$ cat src/hdl/rv_dec_pkg.sv
package rv_dec_pkg;

   localparam int instr_w  = 32; // rv32 instruction word
   localparam int opcode_w = 7;  // major opcode, bits 6..0
   localparam int funct3_w = 3;  // bits 14..12
   localparam int funct7_w = 7;  // bits 31..25

   localparam logic [funct7_w-1:0] f7_base = 7'b0000000; // add and or xor sltu
   localparam logic [funct7_w-1:0] f7_alt  = 7'b0100000; // sub
   localparam logic [funct7_w-1:0] f7_mret = 7'b0011000; // mret in the system space

   typedef enum logic [opcode_w-1:0] {
      opc_load   = 7'b0000011,
      opc_store  = 7'b0100011,
      opc_op_imm = 7'b0010011, // i-type alu
      opc_op     = 7'b0110011, // r-type alu
      opc_branch = 7'b1100011,
      opc_jalr   = 7'b1100111,
      opc_system = 7'b1110011, // csr and mret
      opc_lui    = 7'b0110111,
      opc_auipc  = 7'b0010111
   } opcode_e;

   // one code per supported instruction
   typedef enum logic [4:0] {
      i_lw, i_lh, i_lhu, i_lb, i_lbu,
      i_sw,
      i_add, i_sub, i_and, i_or, i_xor, i_sltu,
      i_addi, i_andi, i_ori, i_xori, i_sltiu,
      i_beq, i_bne,
      i_jalr,
      i_csrrw, i_csrrs, i_csrrc, i_csrrwi, i_csrrsi, i_csrrci,
      i_mret,
      i_lui, i_auipc,
      i_illegal // anything not listed above
   } instr_e;

   typedef enum logic [1:0] {
      ls_w = 2'b00, // 32 bit
      ls_h = 2'b01, // 16 bit
      ls_b = 2'b10  // 8 bit
   } lswidth_e;

   typedef enum logic [2:0] {
      br_beq  = 3'b000,
      br_bne  = 3'b001,
      br_none = 3'b010 // no branch, note not zero
   } branch_e;

   typedef enum logic [1:0] {
      alu_lsj    = 2'b00, // address add: load store jalr lui auipc
      alu_branch = 2'b01, // compare
      alu_arith  = 2'b10  // op from funct3/funct7
   } aluop_e;

   typedef enum logic {
      src_rs2 = 1'b0,
      src_imm = 1'b1
   } alusrc_e;

   typedef enum logic [2:0] {
      imm_r = 3'd0, // no immediate
      imm_i = 3'd1,
      imm_s = 3'd2,
      imm_b = 3'd3,
      imm_u = 3'd4
   } immtype_e;

   typedef enum logic {
      csr_rs1  = 1'b0, // operand from rs1
      csr_uimm = 1'b1  // rs1 index used as zero-extended uimm
   } csr_src_e;

   // same code as funct3[1:0] of the csr forms
   typedef enum logic [1:0] {
      csr_w = 2'b01,
      csr_s = 2'b10,
      csr_c = 2'b11
   } csr_op_e;

   typedef struct packed {
      lswidth_e lswidth;     // [22:21]
      logic     loadsignext; // [20] 1: sign extend load
      logic     lui;         // [19]
      logic     auipc;       // [18]
      logic     mret;        // [17]
      logic     csr;         // [16] csr access enable
      csr_src_e csr_src;     // [15]
      csr_op_e  csr_op;      // [14:13]
      logic     memtoreg;    // [12] write back from memory
      logic     memwrite;    // [11]
      branch_e  branchtype;  // [10:8]
      alusrc_e  alusrc;      // [7]
      logic     regwrite;    // [6]
      logic     jump;        // [5]
      aluop_e   aluop;       // [4:3]
      immtype_e immtype;     // [2:0]
   } ctrl_t;

   // no write, no branch, no jump; reset, flush and illegal value
   localparam ctrl_t ctrl_nop = '{
      lswidth:     ls_w,
      loadsignext: 1'b0,
      lui:         1'b0,
      auipc:       1'b0,
      mret:        1'b0,
      csr:         1'b0,
      csr_src:     csr_rs1,
      csr_op:      csr_w,
      memtoreg:    1'b0,
      memwrite:    1'b0,
      branchtype:  br_none,
      alusrc:      src_imm,
      regwrite:    1'b0,
      jump:        1'b0,
      aluop:       alu_lsj,
      immtype:     imm_r
   };

endpackage

$ cat src/hdl/rv_ctrl_table.sv
`timescale 1ns/1ps

module rv_ctrl_table import rv_dec_pkg::*; (
   input  instr_e kind,      // from classifier
   output ctrl_t  ctrl_d,    // control bundle, before the decode register
   output logic   illegal_d  // unknown encoding
);

   always_comb begin
      ctrl_d    = ctrl_nop; // unused fields keep the nop value
      illegal_d = 1'b0;
      case (kind)
         i_lw, i_lh, i_lhu, i_lb, i_lbu: begin
            ctrl_d.regwrite = 1'b1;
            ctrl_d.memtoreg = 1'b1;    // load data to rd
            ctrl_d.alusrc   = src_imm; // base + offset
            ctrl_d.aluop    = alu_lsj;
            ctrl_d.immtype  = imm_i;
            case (kind)
               i_lh: begin
                  ctrl_d.lswidth     = ls_h;
                  ctrl_d.loadsignext = 1'b1;
               end
               i_lhu: ctrl_d.lswidth = ls_h; // zero extend
               i_lb: begin
                  ctrl_d.lswidth     = ls_b;
                  ctrl_d.loadsignext = 1'b1;
               end
               i_lbu:   ctrl_d.lswidth = ls_b;
               default: ctrl_d.lswidth = ls_w; // lw
            endcase
         end
         i_sw: begin
            ctrl_d.memwrite = 1'b1;
            ctrl_d.alusrc   = src_imm;
            ctrl_d.aluop    = alu_lsj;
            ctrl_d.immtype  = imm_s; // split immediate
         end
         i_addi, i_andi, i_ori, i_xori, i_sltiu: begin
            ctrl_d.regwrite = 1'b1;
            ctrl_d.alusrc   = src_imm;
            ctrl_d.aluop    = alu_arith; // alu decoder picks the op
            ctrl_d.immtype  = imm_i;
         end
         i_add, i_sub, i_and, i_or, i_xor, i_sltu: begin
            ctrl_d.regwrite = 1'b1;
            ctrl_d.alusrc   = src_rs2;
            ctrl_d.aluop    = alu_arith;
            ctrl_d.immtype  = imm_r; // no immediate
         end
         i_beq, i_bne: begin
            ctrl_d.branchtype = (kind == i_beq) ? br_beq : br_bne;
            ctrl_d.alusrc     = src_rs2; // compare rs1 with rs2
            ctrl_d.aluop      = alu_branch;
            ctrl_d.immtype    = imm_b;
         end
         i_jalr: begin
            ctrl_d.regwrite = 1'b1; // link address to rd
            ctrl_d.jump     = 1'b1;
            ctrl_d.alusrc   = src_imm;
            ctrl_d.aluop    = alu_lsj; // target = rs1 + imm
            ctrl_d.immtype  = imm_i;
         end
         i_csrrw, i_csrrs, i_csrrc, i_csrrwi, i_csrrsi, i_csrrci: begin
            ctrl_d.csr      = 1'b1;
            ctrl_d.regwrite = 1'b1;  // old csr value to rd
            ctrl_d.immtype  = imm_i; // csr address in imm field
            case (kind)
               i_csrrs, i_csrrsi: ctrl_d.csr_op = csr_s;
               i_csrrc, i_csrrci: ctrl_d.csr_op = csr_c;
               default:           ctrl_d.csr_op = csr_w;
            endcase
            if (kind inside {i_csrrwi, i_csrrsi, i_csrrci}) begin
               ctrl_d.csr_src = csr_uimm; // rs1 field as 5 bit uimm
            end
         end
         i_mret: begin
            ctrl_d.mret    = 1'b1; // return from trap, no rd write
            ctrl_d.immtype = imm_i;
         end
         i_lui: begin
            ctrl_d.lui      = 1'b1;
            ctrl_d.regwrite = 1'b1;
            ctrl_d.alusrc   = src_imm;
            ctrl_d.aluop    = alu_lsj;
            ctrl_d.immtype  = imm_u;
         end
         i_auipc: begin
            ctrl_d.auipc    = 1'b1; // pc + upper imm
            ctrl_d.regwrite = 1'b1;
            ctrl_d.alusrc   = src_imm;
            ctrl_d.aluop    = alu_lsj;
            ctrl_d.immtype  = imm_u;
         end
         default: begin
            ctrl_d    = ctrl_nop; // i_illegal, safe controls
            illegal_d = 1'b1;     // raise exception later in the pipe
         end
      endcase
   end

endmodule

$ cat src/hdl/rv_dec_reg.sv
`timescale 1ns/1ps

module rv_dec_reg import rv_dec_pkg::*; (
   input  logic  clk,
   input  logic  rst_n,     // async, active low
   input  logic  flush,     // pipeline flush, load nop next edge
   input  ctrl_t ctrl_d,    // from control table
   input  logic  illegal_d,
   output ctrl_t ctrl,      // registered controls
   output logic  illinstr   // registered illegal flag
);

   always_ff @(posedge clk or negedge rst_n) begin
      if (!rst_n) begin
         ctrl     <= ctrl_nop; // nothing writes out of reset
         illinstr <= 1'b0;
      end else if (flush) begin
         ctrl     <= ctrl_nop; // squash, bubble into next stage
         illinstr <= 1'b0;     // no trap from a flushed slot
      end else begin
         ctrl     <= ctrl_d;
         illinstr <= illegal_d;
      end
   end

endmodule

$ cat src/hdl/rv_instr_classify.sv
`timescale 1ns/1ps

module rv_instr_classify import rv_dec_pkg::*; (
   input  logic [instr_w-1:0] instr, // raw instruction word
   output instr_e             kind   // which supported instruction, or i_illegal
);

   opcode_e             opcode; // major opcode
   logic [funct3_w-1:0] funct3;
   logic [funct7_w-1:0] funct7;

   assign opcode = opcode_e'(instr[opcode_w-1:0]);
   assign funct3 = instr[14:12];
   assign funct7 = instr[31:25];

   always_comb begin
      kind = i_illegal; // default for unknown encodings
      case (opcode)
         opc_load: begin
            case (funct3)
               3'b000:  kind = i_lb;
               3'b001:  kind = i_lh;
               3'b010:  kind = i_lw;
               3'b100:  kind = i_lbu;
               3'b101:  kind = i_lhu;
               default: kind = i_illegal;
            endcase
         end
         opc_store: begin
            if (funct3 == 3'b010) kind = i_sw; // sb, sh not supported
         end
         opc_op_imm: begin
            case (funct3)
               3'b000:  kind = i_addi;
               3'b011:  kind = i_sltiu;
               3'b100:  kind = i_xori;
               3'b110:  kind = i_ori;
               3'b111:  kind = i_andi;
               default: kind = i_illegal; // shifts, slti
            endcase
         end
         opc_op: begin
            // r-type needs an exact funct7
            if (funct7 == f7_base) begin
               case (funct3)
                  3'b000:  kind = i_add;
                  3'b011:  kind = i_sltu;
                  3'b100:  kind = i_xor;
                  3'b110:  kind = i_or;
                  3'b111:  kind = i_and;
                  default: kind = i_illegal;
               endcase
            end else if (funct7 == f7_alt && funct3 == 3'b000) begin
               kind = i_sub;
            end
         end
         opc_branch: begin
            case (funct3)
               3'b000:  kind = i_beq;
               3'b001:  kind = i_bne;
               default: kind = i_illegal; // blt bge ... not decoded
            endcase
         end
         opc_jalr: begin
            if (funct3 == 3'b000) kind = i_jalr;
         end
         opc_system: begin
            case (funct3)
               3'b000: begin
                  if (funct7 == f7_mret) kind = i_mret; // ecall/ebreak stay illegal
               end
               3'b001:  kind = i_csrrw;
               3'b010:  kind = i_csrrs;
               3'b011:  kind = i_csrrc;
               3'b101:  kind = i_csrrwi;
               3'b110:  kind = i_csrrsi;
               3'b111:  kind = i_csrrci;
               default: kind = i_illegal;
            endcase
         end
         opc_lui:   kind = i_lui;   // no funct fields
         opc_auipc: kind = i_auipc;
         default:   kind = i_illegal; // jal, fence, zero word ...
      endcase
   end

endmodule

$ cat src/hdl/rv_maindec.sv
`timescale 1ns/1ps

module rv_maindec import rv_dec_pkg::*; (
   input  logic               clk,
   input  logic               rst_n,
   input  logic [instr_w-1:0] instr,    // new word every cycle
   input  logic               flush,    // level, nop on next edge
   output ctrl_t              ctrl,     // one cycle after instr
   output logic               illinstr
);

   instr_e kind;      // classified instruction
   ctrl_t  ctrl_d;    // table output, unregistered
   logic   illegal_d;

   rv_instr_classify rv_instr_classify_inst (
      .instr (instr),
      .kind  (kind)
   );

   rv_ctrl_table rv_ctrl_table_inst (
      .kind      (kind),
      .ctrl_d    (ctrl_d),
      .illegal_d (illegal_d)
   );

   rv_dec_reg rv_dec_reg_inst (
      .clk       (clk),
      .rst_n     (rst_n),
      .flush     (flush),
      .ctrl_d    (ctrl_d),
      .illegal_d (illegal_d),
      .ctrl      (ctrl),
      .illinstr  (illinstr)
   );

endmodule

$ cat config.mk
export PLATFORM = sky130hd
export DESIGN_NAME = rv_maindec
export DESIGN_NICKNAME = d
export VERILOG_FILES = /design/src/hdl/rv_dec_pkg.sv /design/src/hdl/rv_ctrl_table.sv /design/src/hdl/rv_dec_reg.sv /design/src/hdl/rv_instr_classify.sv /design/src/hdl/rv_maindec.sv
export SDC_FILE = /design/constraint.sdc
export NUM_CORES = 1
export LEC_CHECK = 0
export BUFFER_PORTS_ARGS = -buffer_cell sky130_fd_sc_hd__buf_2
export CORE_MARGIN = 2
export CORE_UTILIZATION = 50
export CTS_BUF_LIST = sky130_fd_sc_hd__clkbuf_4 sky130_fd_sc_hd__clkbuf_8 sky130_fd_sc_hd__clkbuf_16
export DETAILED_ROUTE_END_ITERATION = 10
export PLACE_DENSITY = 0.78
export SLEW_MARGIN = 20
export SYNTH_ARGS = -nofsm -noshare
export SYNTH_HDL_FRONTEND = slang
export SYNTH_SLANG_ARGS = --single-unit
$ cat constraint.sdc
create_clock -name clk -period 0.8 [get_ports clk]
set_clock_uncertainty 0.1 [all_clocks]
set_input_delay 0.12 -clock clk [delete_from_list [all_inputs] [get_ports clk]]
set_output_delay 0.12 -clock clk [all_outputs]
set_load 0.01 [all_outputs]
==> impl_metrics.ini, run 1 <==
[setup_path]
worst_path_largest_cell_delay_ns = 0.53
worstSetupEndpointType = flip-flop
worstSetupPathType = in -> reg
cp_slowest_cell = or4_4
worstPathMaxFanout = 3
start_kind = primary input
crit_required_ns = 0.92
cp.arrival_ns = 2.38
critical_path.cell_chain = buf_6, or4_4, or3_4, o311a_1, a22o_1, o211ai_1, a31o_1, nor4b_4

[cells_and_area]
nNetsFinal = 353
antenna_cells = 0
final_cell_mix = buf_4, buf_2, dfrtp_1
drive_gt1_frac = 0.536
syn_to_final_growth_pct = 64.0
layout_commonest_cell = buf_4

[sta]
drv_slew = 0
post-route-period-util = 2.82
min_period_ns = 2.26
finalHoldViolCount = 1
timing.final.ws_setup_ns = -1.46
tns_ns = -31.67
whs_ns = -0.00644
fmax_ghz = 0.443
rsz0062_at_grt = true
finalSetupViolCount = 46

[floorplan]
core-area_um2 = 3340
dieHeight_um = 62.9
die_w_um = 62.9
fp-row-count = 21
start_util = 0.520
io_pins = 59
die_area_um2 = 3960

[global_route]
grt_overflow_total = 0
grt_usage = 0.334
grt_pass1_vias = 2200
grt_max_degree = 24
antenna_found_initial = 0
grt_pass1_wl_mm = 10.3

[synthesis]
async_reset_ff_frac = 1.00
ys_types = 68
netlist_area_um2 = 1740
syn_inst = 207
muxShareOfSynthArea = 0
synth_edf_count = 0
synth_compound_area_frac = 0.229
synth_simple_gate_area_share = 0.366
ys_seq_area_frac = 0.334
yosys.area.top_type_share = 0.288
synth_fa_ha_area_frac = 0
ys.flop_type = dfrtp_1
synth_top_family_by_area = simple AND/OR/NAND/NOR gates
synthTopCellsByArea = dfrtp_1, dfstp_2, nor2_1
yosys_warnings = 0
yosys.area.top_type = dfrtp_1
syn_nets = 242
synth.avg_cell_area_um2 = 8.38
synth-seq-cells = 23
synth_xor_xnor_area_share = 0.0101

[drt]
viasPerCell = 6.06
dr.pass1.iters = 6
routed-via-count = 2199
drc = 0
ant_nets = 0
wire_per_inst_um = 17.9
drt_iter0_drc = 201
wl_mm = 6.49

[pwr]
power.density_nw_per_um2 = 902
p_leak_nw = 1.34
power_w = 0.00257
ir_worst_vdd_mv = 0.625

[clock_tree]
numCtsBuffers = 3
cts_tree = built
clock-sinks = 23
cts_hold_buffers = 1
cts_root_buf = clkbuf_4
cts_max_level = 1
clkTransAtPathRegs_ns = 0.14
cts_max_path_buffers = 2

[hold_path]
hold_path_end = rv_dec_reg_inst.ctrl[4]
min-delay-start = flush
holdPathStages = 3
hold_path_class = in -> reg

[outcome]
status = finished, violations left
violations = hold timing, setup timing

[placement]
hpwl_mm = 4.23
port_buffers = 42
globalplace.congestion = 0.970

[flow_run]
drv_cap = 0
[cell families after synthesis]
kind of cell,count (synthesis)
XOR/XNOR,2
buffers and inverters,21
AO/OA/AOI/OAI,54
AND/OR/NAND/NOR,106
other,1
flip-flops,23
[how the worst max path moves through the flow]
stage                                     to  slack, ns      start
CTS                  rv_dec_reg_inst.ctrl[6]      -1.38  instr[26]
floorplan            rv_dec_reg_inst.ctrl[6]      -1.57  instr[26]
detailed placement  rv_dec_reg_inst.ctrl[13]      -1.77  instr[26]
global route         rv_dec_reg_inst.ctrl[6]      -1.55  instr[26]
global placement     rv_dec_reg_inst.ctrl[6]      -1.69  instr[26]
finish              rv_dec_reg_inst.illinstr      -1.46  instr[26]
[worst max-delay path, delay by kind of cell]
kind | cells | cell delay (ns)
and+or+nand+nor | 3 | 1.13
buffers and inverters | 1 | 0.09
AOI/OAI and AO/OA | 4 | 1.05
[cells in the mapped netlist (4+ instances only)]
cell type and n:
a21oi_1 13, buf_2 4, nand2b_1 6, nand4_1 4, nor3_1 10, clkbuf_1 8
o21ai_0 4, inv_1 5, nand2_1 15, nand3b_1 4, dfrtp_1 20, nand3_1 13
nor2_1 21, and2_1 4
[state kept, by name, indices dropped and copies added (netlist names)]
name / count
rv_dec_reg_inst.ctrl: 22
rv_dec_reg_inst.illinstr: 1
[metrics by stage]
stage,util,std cells,setup WS (ns),instance area [µm²]
CTS,0.835,361,-1.38,2790
global route,0.853,363,-1.55,2850
finish,0.853,363,-1.46,2850
floorplan,-,207,-1.57,1840
detailed placement,0.758,350,-1.77,2530
global placement,0.758,350,-1.69,2530
[layer usage]
layer	global-route usage	wire [µm]
met5	0	0
met1	0.349	2390
met4	0.183	404
met3	0.0360	347
met2	0.640	3350
[layout make-up]
class / count / area (µm²)
clock inverters: 1 / 5.00
repair buffers: 121 / 937
multi-input cells: 164 / 1220
clock buffers: 3 / 22.5
inverters: 5 / 18.8
flip-flops and latches: 23 / 579
well taps: 46 / 57.6
fillers: 187 / 492
[report_power, final]
part	leakage, nW	switching, W	internal [W]
logic	1.01	0.000420	0.000415
registers	0.308	0.00000470	0.00118
clock network	0.0177	0.000358	0.000188
[repair_timing]
| action | 4_1_cts | 5_1_grt |
|---|---|---|
| buffers inserted | 5 | 3 |
| cloned | 1 | 0 |
| pin swaps | 11 | 7 |
| gates resized for setup | 38 | 9 |
| hold endpoints to repair | 23 | 1 |
| setup endpoints to repair | 46 | 46 |
(Power assumes the default switching activity.)
==> inputs of run 2 (changes only) <==
PLACE_DENSITY = 0.76   (was 0.78)
==> run 2 against run 1 <==
  * The flow finishes with violations (setup timing)
  * Final area is 0.88% higher
  * Clock power is 7.0% higher
  * Non-clock buffer count is 1 lower
  * Worst setup slack worse by 0.026 ns
  * Total power is 1.3% higher
  * Cell count is 0.28% lower
  * Combinational power is 0.8% lower
  * Sequential share of layout area is 0.18 points lower
  * Routed wire length is 7.3% lower
  * First-iteration DRC count is 6.5% higher
  * Critical endpoint unchanged
  * Largest power group unchanged
==> impl_metrics.ini, run 2 (synthesis gave the netlist of run 1 again) <==
[drt]
drc = 0
dr.pass1.iters = 5
drt_iter0_drc = 214
wire_per_inst_um = 16.6
viasPerCell = 6.02
ant_nets = 0
wl_mm = 6.02
routed-via-count = 2180

[cells_and_area]
multi_input_area_um2 = 1260
layout_commonest_cell = buf_4
largest_registers = rv_dec_reg_inst.ctrl (22), rv_dec_reg_inst.illinstr (1)
antenna_cells = 0
regMostFlops = rv_dec_reg_inst.ctrl
drive_gt1_frac = 0.551
fillCellCount = 176
final_cell_mix = buf_4, buf_2, dfrtp_1
nNetsFinal = 352
largest_register_ffs = 22
register_area_um2 = 579
fin_area_um2 = 2870
syn_to_final_growth_pct = 65.4

[sta]
timing.final.ws_setup_ns = -1.48
min_period_ns = 2.28
finalHoldViolCount = 0
drv_slew = 0
rsz0062_at_grt = true
tns_ns = -32.31
finalSetupViolCount = 46
post-route-period-util = 2.85
fmax_ghz = 0.438

[global_route]
grt_max_degree = 24
grt_overflow_total = 0
grt_pass1_wl_mm = 9.86
grt_pass1_vias = 2144
grt_usage = 0.318
antenna_found_initial = 0

[setup_path]
worst_path_largest_cell_delay_ns = 0.53
worstSetupEndpointType = flip-flop
cp_num_buf_inv = 2
crit_required_ns = 0.94
critical_path.cell_chain = buf_6, or4_4, or3_4, o31ai_2, o2111a_2, buf_4, nand2_2, nand4_1, a31o_1, nor4b_4
cp_slowest_cell = or4_4
worstPathMaxFanout = 4
crit_family = simple AND/OR/NAND/NOR gates
worstSetupPathType = in -> reg
cp.arrival_ns = 2.42
start_kind = primary input

[clock_tree]
clkTransAtPathRegs_ns = 0.12
cts_max_level = 1
cts_max_path_buffers = 2
cts_hold_buffers = 1
cts_root_buf = clkbuf_4
numCtsBuffers = 3
cts_tree = built
clock-sinks = 23

[floorplan]
start_util = 0.520
die_w_um = 62.9
io_pins = 59
dieHeight_um = 62.9
fp-row-count = 21
core-area_um2 = 3340
die_area_um2 = 3960

[flow_run]
drv_cap = 0

[placement]
postPlaceCellArea_um2 = 2530
globalplace.congestion = 0.876
port_buffers = 42
dp_slack_ns = -1.79
hpwl_mm = 4.12

[pwr]
power.density_nw_per_um2 = 905
power_w = 0.00260
ir_worst_vdd_mv = 0.623
p_leak_nw = 1.33

[hold_path]
hold_path_class = in -> reg

[outcome]
violations = setup timing
status = finished, violations left
run 2: cell count changes in the layout (fill, tap and decap cells not counted), moves of 2 or more:
| cell | change |
|---|---|
| a21oi_1 | -3 |
| nor3_4 | +2 |
| buf_4 | -2 |
| a21oi_2 | +3 |
| buf_6 | +2 |
| nor3_2 | -2 |
run 2: what timing repair did:
| action | CTS | global route |
|---|---|---|
| buffers inserted | 8 | 2 |
| pin swaps | 14 | 3 |
| hold endpoints to repair | 24 | 2 |
| resized for setup | 34 | 18 |
| cloned | 1 | 0 |
| setup endpoints to repair | 46 | 46 |
run 2: per-layer routing:
| layer | track usage | part of all wire | vias to the layer above |
|---|---|---|---|
| met5 | 0 | 0 | - |
| li1 | - | - | 990 |
| met2 | 0.592 | 0.54 | 125 |
| met3 | 0.0432 | 0.060 | 20 |
| met1 | 0.338 | 0.36 | 1045 |
| met4 | 0.183 | 0.038 | 0 |
run 2: area by class of cell:
| class | instances | area share |
|---|---|---|
| Multi-Input combinational cell | 164 | 0.439 |
| Timing Repair Buffer | 120 | 0.322 |
| Inverter | 5 | 0.00654 |
| Sequential cell | 23 | 0.202 |
| Tap cell | 46 | 0.0201 |
| Clock buffer | 4 | 0.0105 |
run 2: per-stage QoR:
step,hold slack [ns],utilization,cells
3_5_place_dp,-0.0360,0.759,349
6_report,0.00797,0.860,362
2_1_floorplan,-0.276,-,207
5_1_grt,-0.0113,0.860,362
4_1_cts,-0.00284,0.833,361
3_3_place_gp,-0.0400,0.759,349
run 2: worst min-delay path, cell delays in order:
cell	delay, ns
buf_2	0.11
buf_4	0.13
nor2_1	0.05
run 2: worst paths after layout:
path / startpoint / end / slack, ns / depth (start not counted)
max: instr[26] / rv_dec_reg_inst.illinstr / -1.48 / 10
min: flush / rv_dec_reg_inst.ctrl[4] / 0.008 / 3
max in group asynchronous: rst_n / rv_dec_reg_inst.ctrl[9] / 0.23 / 3
min in group asynchronous: rst_n / rv_dec_reg_inst.illinstr / 0.15 / 3
run 2: report_power, final:
part	internal, W	total [W]	switching, W	leakage, nW
combinational	0.000408	0.000827	0.000419	1.01
clock	0.000230	0.000584	0.000354	0.0184
sequential	0.00118	0.00119	0.00000658	0.308
total	0.00182	0.00260	0.000780	1.33
==> inputs of run 3 (changes only) <==
==> constraint.sdc (replaced) <==
create_clock -name clk -period 0.8 [get_ports clk]
set_clock_uncertainty 0.1 [all_clocks]
set_input_delay 0.16 -clock clk [delete_from_list [all_inputs] [get_ports clk]]
set_output_delay 0.16 -clock clk [all_outputs]
set_load 0.01 [all_outputs]
==> run 3 against run 2 <==
  * The run still ends with setup timing left
  * First-iteration DRC count up 52%
  * Combinational power up 5.9%
  * Worst setup slack worse by 0.10 ns
  * Die area unchanged
  * Non-clock buffer count up 5
  * Sequential share of layout area down 0.58 points
  * Count of clock-buffer cells in the layout down 1
==> impl_metrics.ini, run 3 (synthesis gave the netlist of run 1 again) <==
[floorplan]
start_util = 0.520
die_area_um2 = 3960
die_w_um = 62.9
fp-row-count = 21
dieHeight_um = 62.9
core-area_um2 = 3340
io_pins = 59

[setup_path]
crit_family = simple AND/OR/NAND/NOR gates
worst_path_largest_cell_delay_ns = 0.53
worstPathMaxFanout = 8
start_kind = primary input
cp.arrival_ns = 2.53
worstSetupPathType = in -> reg
crit_path_frequent_cell = buf_4
cp_slowest_cell = or4_4
worstSetupEndpointType = flip-flop
critical_path.cell_chain = buf_6, or4_4, or3_4, o31ai_2, o2111a_2, nand2_4, buf_4, buf_4, nand3b_1, nor2_1
cp_num_buf_inv = 3
crit_required_ns = 0.95

[clock_tree]
cts_max_level = 1
clkTransAtPathRegs_ns = 0.14
cts_tree = built
cts_root_buf = clkbuf_4
cts_max_path_buffers = 2
numCtsBuffers = 3
clock-sinks = 23

[sta]
drv_slew = 0
fmax_ghz = 0.419
rsz0062_at_grt = true
finalSetupViolCount = 46
finalHoldViolCount = 0
whs_ns = 0.0575
min_period_ns = 2.38
timing.final.ws_setup_ns = -1.58
post-route-period-util = 2.98

[outcome]
violations = setup timing
status = finished, violations left

[cells_and_area]
final_cell_mix = buf_4, buf_2, dfrtp_1
largest_register_ffs = 22
syn_to_final_growth_pct = 70.3
fin_util = 0.886
largest_registers = rv_dec_reg_inst.ctrl (22), rv_dec_reg_inst.illinstr (1)
layout_commonest_cell = buf_4
fin_area_um2 = 2960
antenna_cells = 0
nNetsFinal = 356
drive_gt1_frac = 0.572
fillCellCount = 161
regMostFlops = rv_dec_reg_inst.ctrl

[global_route]
grt_overflow_total = 0
grt_max_degree = 24
grt_pass1_vias = 2240
grt_usage = 0.324
antenna_found_initial = 0
grt_pass1_wl_mm = 10.2

[flow_run]
drv_cap = 0

[hold_path]
hold_path_class = in -> reg

[pwr]
p_leak_nw = 1.36
power.density_nw_per_um2 = 889
ir_worst_vdd_mv = 0.527

[placement]
dp_slack_ns = -1.86
port_buffers = 42
hpwl_mm = 4.03
postPlaceCellArea_um2 = 2540
globalplace.congestion = 0.925

[drt]
drc = 0
wire_per_inst_um = 20.7
wl_mm = 7.58
dr.pass1.iters = 6
viasPerCell = 6.51
drt_iter0_drc = 325
ant_nets = 0
routed-via-count = 2382
[run 3: cell types whose count changed in the layout (fill, tap and decap cells not counted), sizes merged]
cell	before	now
buf	119	124
clkbuf	4	3
clkinv	0	1
nand2	16	15
[run 3: power breakdown]
group / leakage (nW) / switching (W) / total (W) / internal, W
Sequential: 0.308 / 0.00000741 / 0.00119 / 0.00118
Clock: 0.0177 / 0.000376 / 0.000564 / 0.000188
Combinational: 1.04 / 0.000454 / 0.000876 / 0.000423
[run 3: cell type report]
| cell class | instances | area, µm² | area share |
|---|---|---|---|
| Tap cell | 46 | 57.6 | 0.0195 |
| Multi-Input combinational cell | 163 | 1290 | 0.438 |
| Clock inverter | 1 | 5.00 | 0.00169 |
| Sequential cell | 23 | 579 | 0.196 |
| Timing Repair Buffer | 125 | 978 | 0.331 |
| Inverter | 5 | 18.8 | 0.00635 |
| Clock buffer | 3 | 22.5 | 0.00762 |
[run 3: what timing repair did]
item / in CTS / in global routing
cloned: 0 / 0
buffers inserted: 7 / 7
hold endpoints to repair: 23 / 0
endpoints found under the setup margin: 46 / 46
hold buffers: 1 / 0
pin swaps: 12 / 5
resized for setup: 43 / 20
[run 3: through the flow]
step                      TNS, ns  cells  total power [W]
after detailed placement   -35.00    352          0.00191
after global placement     -33.63    352          0.00189
final                      -35.99    366          0.00263
after floorplan            -27.60    207          0.00156
after CTS                  -32.50    361          0.00250
after global routing       -37.68    366          0.00272
[run 3: per-layer routing]
layer  up-vias  GRT usage  wire length (µm)
met2       208      0.598              3780
li1        999          -                 -
met3        82     0.0432               609
met5         -          0                 0
met1      1093      0.342              2500
met4         0      0.206               687
[run 3: final timing paths]
kind                       startpoint                  endpoint  slack (ns)  cells past startpoint
min                             flush  rv_dec_reg_inst.ctrl[17]        0.06                      3
max in group asynchronous       rst_n   rv_dec_reg_inst.ctrl[7]        0.17                      3
max                         instr[26]   rv_dec_reg_inst.ctrl[8]       -1.58                     10
min in group asynchronous       rst_n   rv_dec_reg_inst.ctrl[8]        0.20                      3
